[src/logic/bridge_cfg.svh]
`ifndef BRIDGE_CFG_SVH
`define BRIDGE_CFG_SVH

// wide side, one 64-bit word per address index
`define BR_WIDE_ADDR_W   29
`define BR_WIDE_DATA_W   64

// narrow side is byte addressed
`define BR_NARROW_DATA_W 32
`define BR_NARROW_ADDR_W 32

// one select bit per byte lane
`define BR_WIDE_SEL_W    (`BR_WIDE_DATA_W / 8)
`define BR_NARROW_SEL_W  (`BR_NARROW_DATA_W / 8)

// word index to byte address, and byte offset of the high beat
`define BR_IDX_SHIFT     3
`define BR_HIGH_BEAT_OFS 4

`endif
[src/logic/bridge_pkg.sv]
`default_nettype none
`include "bridge_cfg.svh"

package bridge_pkg;

    // wide (cpu) side
    typedef logic [`BR_WIDE_ADDR_W-1:0]   wide_addr_t;  // 64-bit word index
    typedef logic [`BR_WIDE_DATA_W-1:0]   wide_data_t;
    typedef logic [`BR_WIDE_SEL_W-1:0]    wide_sel_t;

    // narrow (memory) side
    typedef logic [`BR_NARROW_ADDR_W-1:0] narrow_addr_t; // byte address
    typedef logic [`BR_NARROW_DATA_W-1:0] narrow_data_t;
    typedef logic [`BR_NARROW_SEL_W-1:0]  narrow_sel_t;

    // beat sequencer states
    typedef enum logic [1:0] {
        IDLE,       // waiting for a beat plan
        BEAT_LOW,   // low word at base address
        BEAT_HIGH,  // high word at base + 4
        RESPOND     // wide ack cycle
    } beat_state_e;

endpackage

`default_nettype wire

[src/logic/bridge_ifs.sv]
`default_nettype none

// narrow 32-bit classic wishbone link
interface wb_narrow_if;
    logic                     cyc;
    logic                     stb;
    logic                     we;
    bridge_pkg::narrow_addr_t addr;
    bridge_pkg::narrow_data_t dat_w;
    bridge_pkg::narrow_data_t dat_r;
    bridge_pkg::narrow_sel_t  sel;
    logic                     ack;

    modport master_mp (output cyc, stb, we, addr, dat_w, sel, input dat_r, ack);
    modport port_mp   (input cyc, stb, we, addr, dat_w, sel, output dat_r, ack);
endinterface

// decoded request handed from capture to the sequencer
interface beat_req_if;
    logic                     plan_valid;
    logic                     we;
    bridge_pkg::narrow_addr_t base_addr;
    bridge_pkg::narrow_sel_t  low_sel;
    bridge_pkg::narrow_sel_t  high_sel;
    bridge_pkg::narrow_data_t low_data;
    bridge_pkg::narrow_data_t high_data;
    logic                     plan_taken;

    modport capture_mp (output plan_valid, we, base_addr, low_sel, high_sel,
                        low_data, high_data, input plan_taken);
    modport seq_mp     (input plan_valid, we, base_addr, low_sel, high_sel,
                        low_data, high_data, output plan_taken);
endinterface

`default_nettype wire

[src/logic/dual_bridge_top.sv]
`default_nettype none

module dual_bridge_top (
    input  wire logic                     clk,
    input  wire logic                     rst,

    // instruction port, wide side
    input  wire logic                     i_cyc_i,
    input  wire logic                     i_stb_i,
    input  wire logic                     i_we_i,
    input  wire bridge_pkg::wide_addr_t   i_adr_i,
    input  wire bridge_pkg::wide_data_t   i_dat_i,
    input  wire bridge_pkg::wide_sel_t    i_sel_i,
    output bridge_pkg::wide_data_t        i_dat_o,
    output logic                          i_ack_o,
    // instruction port, narrow side
    output logic                          i_n_cyc_o,
    output logic                          i_n_stb_o,
    output logic                          i_n_we_o,
    output bridge_pkg::narrow_addr_t      i_n_addr_o,
    output bridge_pkg::narrow_data_t      i_n_dat_o,
    input  wire bridge_pkg::narrow_data_t i_n_dat_i,
    output bridge_pkg::narrow_sel_t       i_n_sel_o,
    input  wire logic                     i_n_ack_i,

    // data port, wide side
    input  wire logic                     d_cyc_i,
    input  wire logic                     d_stb_i,
    input  wire logic                     d_we_i,
    input  wire bridge_pkg::wide_addr_t   d_adr_i,
    input  wire bridge_pkg::wide_data_t   d_dat_i,
    input  wire bridge_pkg::wide_sel_t    d_sel_i,
    output bridge_pkg::wide_data_t        d_dat_o,
    output logic                          d_ack_o,
    // data port, narrow side
    output logic                          d_n_cyc_o,
    output logic                          d_n_stb_o,
    output logic                          d_n_we_o,
    output bridge_pkg::narrow_addr_t      d_n_addr_o,
    output bridge_pkg::narrow_data_t      d_n_dat_o,
    input  wire bridge_pkg::narrow_data_t d_n_dat_i,
    output bridge_pkg::narrow_sel_t       d_n_sel_o,
    input  wire logic                     d_n_ack_i
);

    // instruction fetch bridge
    wb64_to_wb32_bridge u_bridge_i (
        .clk      (clk),
        .rst      (rst),
        .cyc_i    (i_cyc_i),
        .stb_i    (i_stb_i),
        .we_i     (i_we_i),
        .adr_i    (i_adr_i),
        .dat_i    (i_dat_i),
        .sel_i    (i_sel_i),
        .dat_o    (i_dat_o),
        .ack_o    (i_ack_o),
        .n_cyc_o  (i_n_cyc_o),
        .n_stb_o  (i_n_stb_o),
        .n_we_o   (i_n_we_o),
        .n_addr_o (i_n_addr_o),
        .n_dat_o  (i_n_dat_o),
        .n_dat_i  (i_n_dat_i),
        .n_sel_o  (i_n_sel_o),
        .n_ack_i  (i_n_ack_i)
    );

    // load/store bridge
    wb64_to_wb32_bridge u_bridge_d (
        .clk      (clk),
        .rst      (rst),
        .cyc_i    (d_cyc_i),
        .stb_i    (d_stb_i),
        .we_i     (d_we_i),
        .adr_i    (d_adr_i),
        .dat_i    (d_dat_i),
        .sel_i    (d_sel_i),
        .dat_o    (d_dat_o),
        .ack_o    (d_ack_o),
        .n_cyc_o  (d_n_cyc_o),
        .n_stb_o  (d_n_stb_o),
        .n_we_o   (d_n_we_o),
        .n_addr_o (d_n_addr_o),
        .n_dat_o  (d_n_dat_o),
        .n_dat_i  (d_n_dat_i),
        .n_sel_o  (d_n_sel_o),
        .n_ack_i  (d_n_ack_i)
    );

endmodule

`default_nettype wire

[src/logic/wb64_to_wb32_bridge.sv]
`default_nettype none

module wb64_to_wb32_bridge (
    input  wire logic                     clk,
    input  wire logic                     rst,

    // wide side, cpu
    input  wire logic                     cyc_i,
    input  wire logic                     stb_i,
    input  wire logic                     we_i,
    input  wire bridge_pkg::wide_addr_t   adr_i,
    input  wire bridge_pkg::wide_data_t   dat_i,
    input  wire bridge_pkg::wide_sel_t    sel_i,
    output bridge_pkg::wide_data_t        dat_o,
    output logic                          ack_o,

    // narrow side, memory
    output logic                          n_cyc_o,
    output logic                          n_stb_o,
    output logic                          n_we_o,
    output bridge_pkg::narrow_addr_t      n_addr_o,
    output bridge_pkg::narrow_data_t      n_dat_o,
    input  wire bridge_pkg::narrow_data_t n_dat_i,
    output bridge_pkg::narrow_sel_t       n_sel_o,
    input  wire logic                     n_ack_i
);

    beat_req_if  u_plan_if ();
    wb_narrow_if u_nbus_if ();

    logic                     beat_done;
    logic                     beat_high;
    bridge_pkg::narrow_data_t beat_rdata;
    logic                     plan_start;
    logic                     resp_go;

    req_capture u_capture (
        .clk         (clk),
        .rst         (rst),
        .cyc_i       (cyc_i),
        .stb_i       (stb_i),
        .we_i        (we_i),
        .adr_i       (adr_i),
        .dat_i       (dat_i),
        .sel_i       (sel_i),
        .resp_done_i (ack_o),     // unblock after the wide ack
        .plan        (u_plan_if.capture_mp)
    );

    beat_sequencer u_sequencer (
        .clk          (clk),
        .rst          (rst),
        .plan         (u_plan_if.seq_mp),
        .nbus         (u_nbus_if.master_mp),
        .beat_done_o  (beat_done),
        .beat_high_o  (beat_high),
        .beat_rdata_o (beat_rdata),
        .plan_start_o (plan_start),
        .resp_go_o    (resp_go)
    );

    resp_assemble u_assemble (
        .clk          (clk),
        .rst          (rst),
        .plan_start_i (plan_start),
        .beat_done_i  (beat_done),
        .beat_high_i  (beat_high),
        .beat_rdata_i (beat_rdata),
        .resp_go_i    (resp_go),
        .ack_o        (ack_o),
        .dat_o        (dat_o)
    );

    // narrow interface out to plain ports
    assign n_cyc_o         = u_nbus_if.cyc;
    assign n_stb_o         = u_nbus_if.stb;
    assign n_we_o          = u_nbus_if.we;
    assign n_addr_o        = u_nbus_if.addr;
    assign n_dat_o         = u_nbus_if.dat_w;
    assign n_sel_o         = u_nbus_if.sel;
    assign u_nbus_if.dat_r = n_dat_i;
    assign u_nbus_if.ack   = n_ack_i;

endmodule

`default_nettype wire

[src/logic/resp_assemble.sv]
`default_nettype none
`include "bridge_cfg.svh"

module resp_assemble (
    input  wire logic                     clk,
    input  wire logic                     rst,

    input  wire logic                     plan_start_i,
    input  wire logic                     beat_done_i,
    input  wire logic                     beat_high_i,
    input  wire bridge_pkg::narrow_data_t beat_rdata_i,
    input  wire logic                     resp_go_i,

    output logic                          ack_o,
    output bridge_pkg::wide_data_t        dat_o
);

    bridge_pkg::wide_data_t buf_q; // read word under construction
    logic                   ack_q;

    // ack lands in the RESPOND cycle
    always_ff @(posedge clk or posedge rst) begin
        if (rst) begin
            ack_q <= 1'b0;
        end else begin
            ack_q <= resp_go_i;
        end
    end

    always_ff @(posedge clk) begin
        if (plan_start_i) begin
            buf_q <= '0; // skipped halves and writes read back zero
        end else if (beat_done_i) begin
            if (beat_high_i) begin
                buf_q[`BR_WIDE_DATA_W-1:`BR_NARROW_DATA_W] <= beat_rdata_i;
            end else begin
                buf_q[`BR_NARROW_DATA_W-1:0] <= beat_rdata_i;
            end
        end
    end

    assign ack_o = ack_q;
    assign dat_o = buf_q;

endmodule

`default_nettype wire

[src/logic/beat_sequencer.sv]
`default_nettype none
`include "bridge_cfg.svh"

module beat_sequencer (
    input  wire logic                 clk,
    input  wire logic                 rst,

    beat_req_if.seq_mp                plan,
    wb_narrow_if.master_mp            nbus,

    output logic                      beat_done_o,  // read beat completed
    output logic                      beat_high_o,  // it was the high half
    output bridge_pkg::narrow_data_t  beat_rdata_o,
    output logic                      plan_start_o, // clears the assembler
    output logic                      resp_go_o     // all beats finished
);

    bridge_pkg::beat_state_e state_q;
    bridge_pkg::beat_state_e state_d;
    logic                    low_live;
    logic                    high_live;

    // a half with no selects is skipped
    assign low_live  = |plan.low_sel;
    assign high_live = |plan.high_sel;

    always_ff @(posedge clk or posedge rst) begin
        if (rst) begin
            state_q <= bridge_pkg::IDLE;
        end else begin
            state_q <= state_d;
        end
    end

    always_comb begin
        state_d         = state_q;
        plan.plan_taken = 1'b0;
        resp_go_o       = 1'b0;
        beat_done_o     = 1'b0;
        nbus.cyc        = 1'b0;
        nbus.stb        = 1'b0;
        nbus.we         = 1'b0;
        nbus.addr       = '0;
        nbus.dat_w      = '0;
        nbus.sel        = '0;

        case (state_q)
            bridge_pkg::IDLE: begin
                if (plan.plan_valid) begin
                    plan.plan_taken = 1'b1;
                    if (low_live) begin
                        state_d = bridge_pkg::BEAT_LOW;
                    end else if (high_live) begin
                        state_d = bridge_pkg::BEAT_HIGH;
                    end else begin
                        state_d   = bridge_pkg::RESPOND; // nothing to move
                        resp_go_o = 1'b1;
                    end
                end
            end

            bridge_pkg::BEAT_LOW: begin
                nbus.cyc   = 1'b1;
                nbus.stb   = 1'b1;
                nbus.we    = plan.we;
                nbus.addr  = plan.base_addr;
                nbus.dat_w = plan.low_data;
                nbus.sel   = plan.low_sel;
                if (nbus.ack) begin
                    beat_done_o = !plan.we;
                    if (high_live) begin
                        state_d = bridge_pkg::BEAT_HIGH;
                    end else begin
                        state_d   = bridge_pkg::RESPOND;
                        resp_go_o = 1'b1;
                    end
                end
            end

            bridge_pkg::BEAT_HIGH: begin
                nbus.cyc   = 1'b1;
                nbus.stb   = 1'b1;
                nbus.we    = plan.we;
                nbus.addr  = plan.base_addr
                             + bridge_pkg::narrow_addr_t'(`BR_HIGH_BEAT_OFS);
                nbus.dat_w = plan.high_data;
                nbus.sel   = plan.high_sel;
                if (nbus.ack) begin
                    beat_done_o = !plan.we;
                    state_d     = bridge_pkg::RESPOND;
                    resp_go_o   = 1'b1;
                end
            end

            default: begin
                state_d = bridge_pkg::IDLE; // wide ack goes out this cycle
            end
        endcase
    end

    assign beat_high_o  = (state_q == bridge_pkg::BEAT_HIGH);
    assign beat_rdata_o = nbus.dat_r;
    assign plan_start_o = plan.plan_taken;

endmodule

`default_nettype wire

[src/logic/req_capture.sv]
`default_nettype none
`include "bridge_cfg.svh"

module req_capture (
    input  wire logic                   clk,
    input  wire logic                   rst,

    input  wire logic                   cyc_i,
    input  wire logic                   stb_i,
    input  wire logic                   we_i,
    input  wire bridge_pkg::wide_addr_t adr_i,
    input  wire bridge_pkg::wide_data_t dat_i,
    input  wire bridge_pkg::wide_sel_t  sel_i,
    input  wire logic                   resp_done_i, // wide ack of this request

    beat_req_if.capture_mp              plan
);

    logic busy_q;     // request in flight, no new accept
    logic plan_vld_q;
    logic accept;

    assign accept = cyc_i && stb_i && !busy_q;

    always_ff @(posedge clk or posedge rst) begin
        if (rst) begin
            busy_q     <= 1'b0;
            plan_vld_q <= 1'b0;
        end else begin
            if (accept) begin
                busy_q <= 1'b1;
            end else if (resp_done_i) begin
                busy_q <= 1'b0;
            end

            if (accept) begin
                plan_vld_q <= 1'b1;
            end else if (plan.plan_taken) begin
                plan_vld_q <= 1'b0;
            end
        end
    end

    // payload, held until the next accept
    always_ff @(posedge clk) begin
        if (accept) begin
            plan.we        <= we_i;
            plan.base_addr <= {adr_i, {`BR_IDX_SHIFT{1'b0}}}; // index x 8
            plan.low_sel   <= sel_i[`BR_NARROW_SEL_W-1:0];
            plan.high_sel  <= sel_i[`BR_WIDE_SEL_W-1:`BR_NARROW_SEL_W];
            plan.low_data  <= dat_i[`BR_NARROW_DATA_W-1:0];
            plan.high_data <= dat_i[`BR_WIDE_DATA_W-1:`BR_NARROW_DATA_W];
        end
    end

    assign plan.plan_valid = plan_vld_q;

endmodule

`default_nettype wire

[config.mk]
export PLATFORM = sky130hd
export DESIGN_NAME = dual_bridge_top
export DESIGN_NICKNAME = d
export VERILOG_FILES = /design/src/logic/bridge_pkg.sv /design/src/logic/bridge_ifs.sv /design/src/logic/dual_bridge_top.sv /design/src/logic/wb64_to_wb32_bridge.sv /design/src/logic/resp_assemble.sv /design/src/logic/beat_sequencer.sv /design/src/logic/req_capture.sv
export VERILOG_INCLUDE_DIRS = /design/src /design/src/logic
export SDC_FILE = /design/constraint.sdc
export NUM_CORES = 1
export LEC_CHECK = 0
export BUFFER_PORTS_ARGS = -buffer_cell sky130_fd_sc_hd__buf_2
export CAP_MARGIN = 20
export CORE_AREA = 2 2 216 218
export DETAILED_ROUTE_END_ITERATION = 6
export DIE_AREA = 0 0 218 220
export GPL_TIMING_DRIVEN = 1
export PLACE_DENSITY = 0.64
export SKIP_CTS_REPAIR_TIMING = 1
export SYNTH_ARGS = -nofsm -noshare
export SYNTH_HDL_FRONTEND = slang
export SYNTH_SLANG_ARGS = --single-unit
[constraint.sdc]
create_clock -name clk -period 8.7 [get_ports clk]
set_input_delay 0.435 -clock clk [delete_from_list [all_inputs] [get_ports clk]]
set_output_delay 0.435 -clock clk [all_outputs]
set_load 0.05 [all_outputs]
; Yosys cells after proc, flatten, opt, wreduce, memory -nomap -nowiden
; Index checks and enable logic that the tools add are counted.
[word_totals]
inputBits = 276
reg_bits = 342
output_inout_bits = 272
[classes]
bitwise = 2
n_eq_ne = 10
add_sub_neg = 2
n_reduce_logical = 26
mux = 50
[ops]
columns = operator, n
row1 = 32-bit case mux with 2 select lines, 4
row2 = "32-bit by 3-bit adder with 32-bit output, second input constant", 2
row3 = 1-bit two-way mux, 32
row4 = 2-bit two-way mux, 8
row5 = 4-bit case mux with 2 select lines, 2
row6 = 4-bit OR reduction, 4
row7 = 2-bit case mux with 3 select lines, 2
row8 = "2-bit inequality test, second input constant", 4
row9 = 2-bit AND reduction, 4
row10 = 2-bit nonzero test, 4
row11 = 1-bit case mux with 3 select lines, 2
row12 = 3-bit AND reduction, 2
row13 = "2-bit by 1-bit == test with 1-bit output, second input constant", 2
row14 = "2-bit == test, second input constant", 2
row15 = 1-bit logical AND, 4
row16 = 1-bit logical NOT, 4
row17 = 2-bit logical NOT, 2
row18 = "2-bit by 1-bit inequality test with 1-bit output, second input constant", 2
row19 = 2-bit OR reduction, 2
row20 = 1-bit NOT, 2

; Logic depth before layout (Yosys ltp)
[depth]
word_depth = 5
ltp_mapped = 8
ltp_nobuf = 6

; By module
; From an unflattened synthesis, not the netlist that was laid out.
[unflattened]
cells_unflattened = 1373
area_unflattened_um2 = 15854.0
[by_module_without_submodules]
columns = mod, seq_area_each_um2, n_inst, cells_per_inst, area_each_um2
row1 = req_capture, 3113.0, 2, 115, 3191.8
row2 = resp_assemble, 1306.3, 2, 247, 2685.1
row3 = beat_sequencer at u_bridge_i.u_sequencer, 50.0, 1, 332, 2125.8
row4 = beat_sequencer at u_bridge_d.u_sequencer, 50.0, 1, 317, 1974.4

; Least setup slack after synthesis
; Ideal clock, no wire load.
[synth_timing]
path_type = input to register
startpoint = input port d_cyc_i
endpoint = register u_bridge_d.u_capture.plan.base_addr[10], enable pin
arrival_time_ns = 2.520
path_slack_ns = 5.725
setup_ns = 0.455
stages = 2
cell_sequence = nand3_1 > inv_1
[synth_between]
elab_chain_len = 2
[synth_rtl]
columns = element, line
row1 = "start, declared", dual_bridge_top.sv:27  ; input wire logic d_cyc_i,
row2 = 1-bit logical AND (2 in a row), req_capture.sv:23  ; assign accept = cyc_i && stb_i && !busy_q;
row3 = via u_bridge_d.u_capture.accept, req_capture.sv:21  ; logic accept;
row4 = "end signal, assigned", req_capture.sv:48  ; plan.base_addr <= {adr_i, {`BR_IDX_SHIFT{1'b0}}};
row5 = "end, declared", bridge_ifs.sv:29  ; modport capture_mp (output plan_valid, we, base_addr, low_sel, high_sel,
; The timed path passes the listed nets, and every way through them passes these cells.
; A chain may end at the register's enable or synchronous reset.

; Worst setup path in the final report
[layout_timing]
startpoint = register u_bridge_d.u_sequencer.state_q[0]
endpoint = output port d_n_addr_o[14]
[layout_between]
elab_chain_len = 2
[layout_rtl]
columns = element, line
row1 = "start, declared", beat_sequencer.sv:18  ; bridge_pkg::beat_state_e state_q;
row2 = "start signal, assigned", beat_sequencer.sv:29  ; state_q <= bridge_pkg::IDLE;
row3 = "start signal, assigned", beat_sequencer.sv:31  ; state_q <= state_d;
row4 = 2-bit == test / 2-bit by 1-bit == test with 1-bit output (equally long branches), beat_sequencer.sv:47  ; case (state_q)
row5 = 32-bit case mux with 2 select lines (*), beat_sequencer.sv:47
row6 = "end, declared", dual_bridge_top.sv:39  ; output bridge_pkg::narrow_addr_t d_n_addr_o,
; Every way passes the cells marked *; elsewhere a longest branch is shown, timed or not.

==> flow_summary.ini <==
[pwr]
finalPower_uw = 7156
vdd_ir_drop_max_mv = 0.2092
power_density_mw_per_mm2 = 414.9
cellLeakagePower_uw = 0.007331

[layout]
final_common_cell = buf_2
flow.area_growth_from_synthesis_pct = 34.90
multi_input_area_mm2 = 0.003458
drive_above_1_share = 0.3805
regArea_mm2 = 0.008939
layout_common_cells = buf_2 (543), nand2_1 (262), edfxtp_1 (204)
n_antenna_cell = 0
finalNetCount = 1894
n_fill_cell = 4539
post-route-util = 0.3760

[synth]
ys_ff_latch = 342
synth_top_cell_by_area = edfxtp_1
synth.area.top_cells = edfxtp_1 (48%), dfxtp_1 (20%), nand2_1 (7.7%), a21oi_1 (5.2%), a22oi_1 (4.2%)
synth_edf_count = 204
netlist_area_mm2 = 0.01278
synth-compound-area-share = 0.1008
yosysTopAreaCellShare = 0.4792
synthXorXnorAreaFrac = 0
synthFlopType = edfxtp_1
yosys.area_share.simple = 0.1550
post_synth_num_cell_types = 28
async_reset_ff_frac = 0.02924
synthCells = 1080
avgSynthCellArea_um2 = 11.84
muxShareOfSynthArea = 0
seq_area_frac_synth = 0.6992
yosysWarnings = 0
yosys.area_share.adder = 0.009787
synth_top_family_by_area = simple AND/OR/NAND/NOR gates

[timing]
drv_slew = 0
grt_setup_unrepaired = no
finalSetupViolCount = 0
fin_worst_skew_ns = 0.008315
finalCritPeriodShare = 0.4327
fmax_mhz = 265.6
fin_tns_setup_ns = 0
setup_slack_ns = 4.935
hold-worst-slack_ns = 0.07206
slew_headroom = 0.2719
tightestPinTransition_ns = 1.092
finalCriticalPeriod_ns = 3.765
hold_viol = 0

[worst_setup_path]
path_class = register to primary output
worst-endpoint-arrival_ns = 3.33
crit_buf_inv = 2
reg2reg_depth = 6
worst_path_dominant_cell_family = simple AND/OR/NAND/NOR gates
r2r_slack_ns = 6.32
worst_setup_path_start_kind = register
cp_cell_sequence = inv_1 -> ha_2 -> nor2_1 -> nor2b_2 -> and2_1 -> buf_2
required_ns = 8.27
cp.depth = 6
cp_slowest_cell = ha_2
r2r_start = u_bridge_i.u_sequencer.state_q[0]
cp_max_fo = 42
timing.rr.end = u_bridge_i.u_assemble.dat_o[58]
endpoint_kind = primary output
cp_slowest_stage_delay_ns = 0.79

[routing]
routedWlPerCell_um = 17.30
initialDrtViolationCount = 598
viasPerCell = 4.451
vias = 9965
drc = 0
wl_um = 38730
ant_nets = 0
drt_pass1_iterations = 5

[clock_network]
clock_sinks = 342
tritoncts = built
htreeDepth = 2
worstSkewPairLatency_ns = 0.53
cts.path.max_buffers = 3
cts_inserted_buffers = 38
path_clk_slew_ns = 0.06
cts-root-buf = clkbuf_16

[flow_run]
cap_viol_max_count = 0

[floorplan]
die_w_um = 218
boundaryPins = 548
initial_core_util = 0.2788
core_mm2 = 0.04586
rows = 79
die_area_mm2 = 0.04796
dieHeight_um = 220

[global_route]
gr-total-overflow = 0
grt_max_degree = 87
grt_pass1_wl_um = 56120
grt_pass1_vias = 9744
antenna_found_initial = 2
grtUsageTotal = 0.1530

[placed_design]
place_congestion = 0.8439
dpl.hpwl_um = 27630
dp_slack_ns = 5.434
portBuffers = 543

[min_path]
hold_path.class = input pin to register
hold_path_end = u_bridge_i.u_capture.plan.high_data[19]
min_from = i_dat_i[51]
whs_path_depth = 1

[run_status]
outcome = finished clean
worst register-to-register path, stage by stage (launching register included):
cell and delay [ns]:
dfrtp_1 0.41, inv_1 0.12, ha_2 0.81, nor3b_4 0.31
buf_4 0.36, nand2_1 0.13, a21oi_1 0.15
state kept, by name, summed over array words and instances (netlist names), 2 cells and up:
signal                               cells
u_bridge_i.u_capture.plan.low_data      32
u_bridge_d.u_capture.plan.high_data     32
u_bridge_d.u_assemble.dat_o             64
u_bridge_i.u_capture.plan.low_sel        4
u_bridge_i.u_capture.plan.high_sel       4
u_bridge_d.u_capture.plan.high_sel       4
u_bridge_i.u_assemble.dat_o             64
u_bridge_i.u_sequencer.state_q           2
u_bridge_d.u_capture.plan.low_data      32
u_bridge_d.u_capture.plan.low_sel        4
u_bridge_d.u_sequencer.state_q           2
u_bridge_i.u_capture.plan.base_addr     29
u_bridge_i.u_capture.plan.high_data     32
u_bridge_d.u_capture.plan.base_addr     29
logic make-up (layout without fill, tap and decap cells):
family	Yosys count	count (layout)
simple gates	420	420
flops	342	342
compound gates	218	218
buf+inv	89	638
fa+ha+maj	10	10
other cells	1	4
cells in the mapped netlist, types with 4 or more instances:
cell type    n
o21ai_0      4
a21oi_1    134
buf_1        5
a22oi_1     72
inv_1       13
clkbuf_1    29
nand2b_1     4
buf_2       27
nor2b_1     74
nor2_1       4
ha_1        10
nand2_1    262
o31ai_1      4
nand3_1      4
nor4_1       4
buf_4        9
and2_1      60
edfxtp_1   204
dfrtp_1     10
dfxtp_1    128
buf_6        6
metrics by stage:
| step | instance area [µm²] | std cells |
|---|---|---|
| global route | 17250 | 2239 |
| floorplan | 12800 | 1083 |
| CTS | 17240 | 2238 |
| global placement | 16050 | 2174 |
| finish | 17250 | 2239 |
| detailed placement | 16050 | 2174 |
power by group:
part	switching [µW]	internal (µW)
Combinational	2630	798
Clock	629	910
Sequential	139	2050
layout make-up:
cell class,count,area share
clock buffers,47,0.06072
clock inverters,17,0.007835
inverters,13,0.003047
multi-input cells,652,0.2005
flip-flops and latches,342,0.5183
well taps,607,0.04404
repair buffers,561,0.1656
worst max path at each step:
stage | startpoint | to | slack [ns]
floorplan | d_cyc_i | u_bridge_d.u_capture.plan.base_addr[10] | 5.72
global placement | u_bridge_d.u_sequencer.state_q[0] | d_n_addr_o[17] | 5.55
detailed placement | u_bridge_d.u_sequencer.state_q[0] | d_n_addr_o[14] | 5.43
CTS | u_bridge_d.u_sequencer.state_q[0] | d_n_addr_o[14] | 4.83
global route | u_bridge_d.u_sequencer.state_q[0] | d_n_addr_o[20] | 4.62
finish | u_bridge_d.u_sequencer.state_q[0] | d_n_addr_o[14] | 4.94
per-layer routing:
metal / wire length [µm] / share of wire / GRT usage / vias up
met5: 11 / 0.00028 / 0 / -
met4: 1037 / 0.027 / 0.05442 / 2
met3: 2550 / 0.066 / 0.03920 / 62
met2: 19340 / 0.50 / 0.2607 / 360
met1: 15790 / 0.41 / 0.1870 / 4764
li1: - / - / - / 4777
Power figures use the tool's default switching activity.
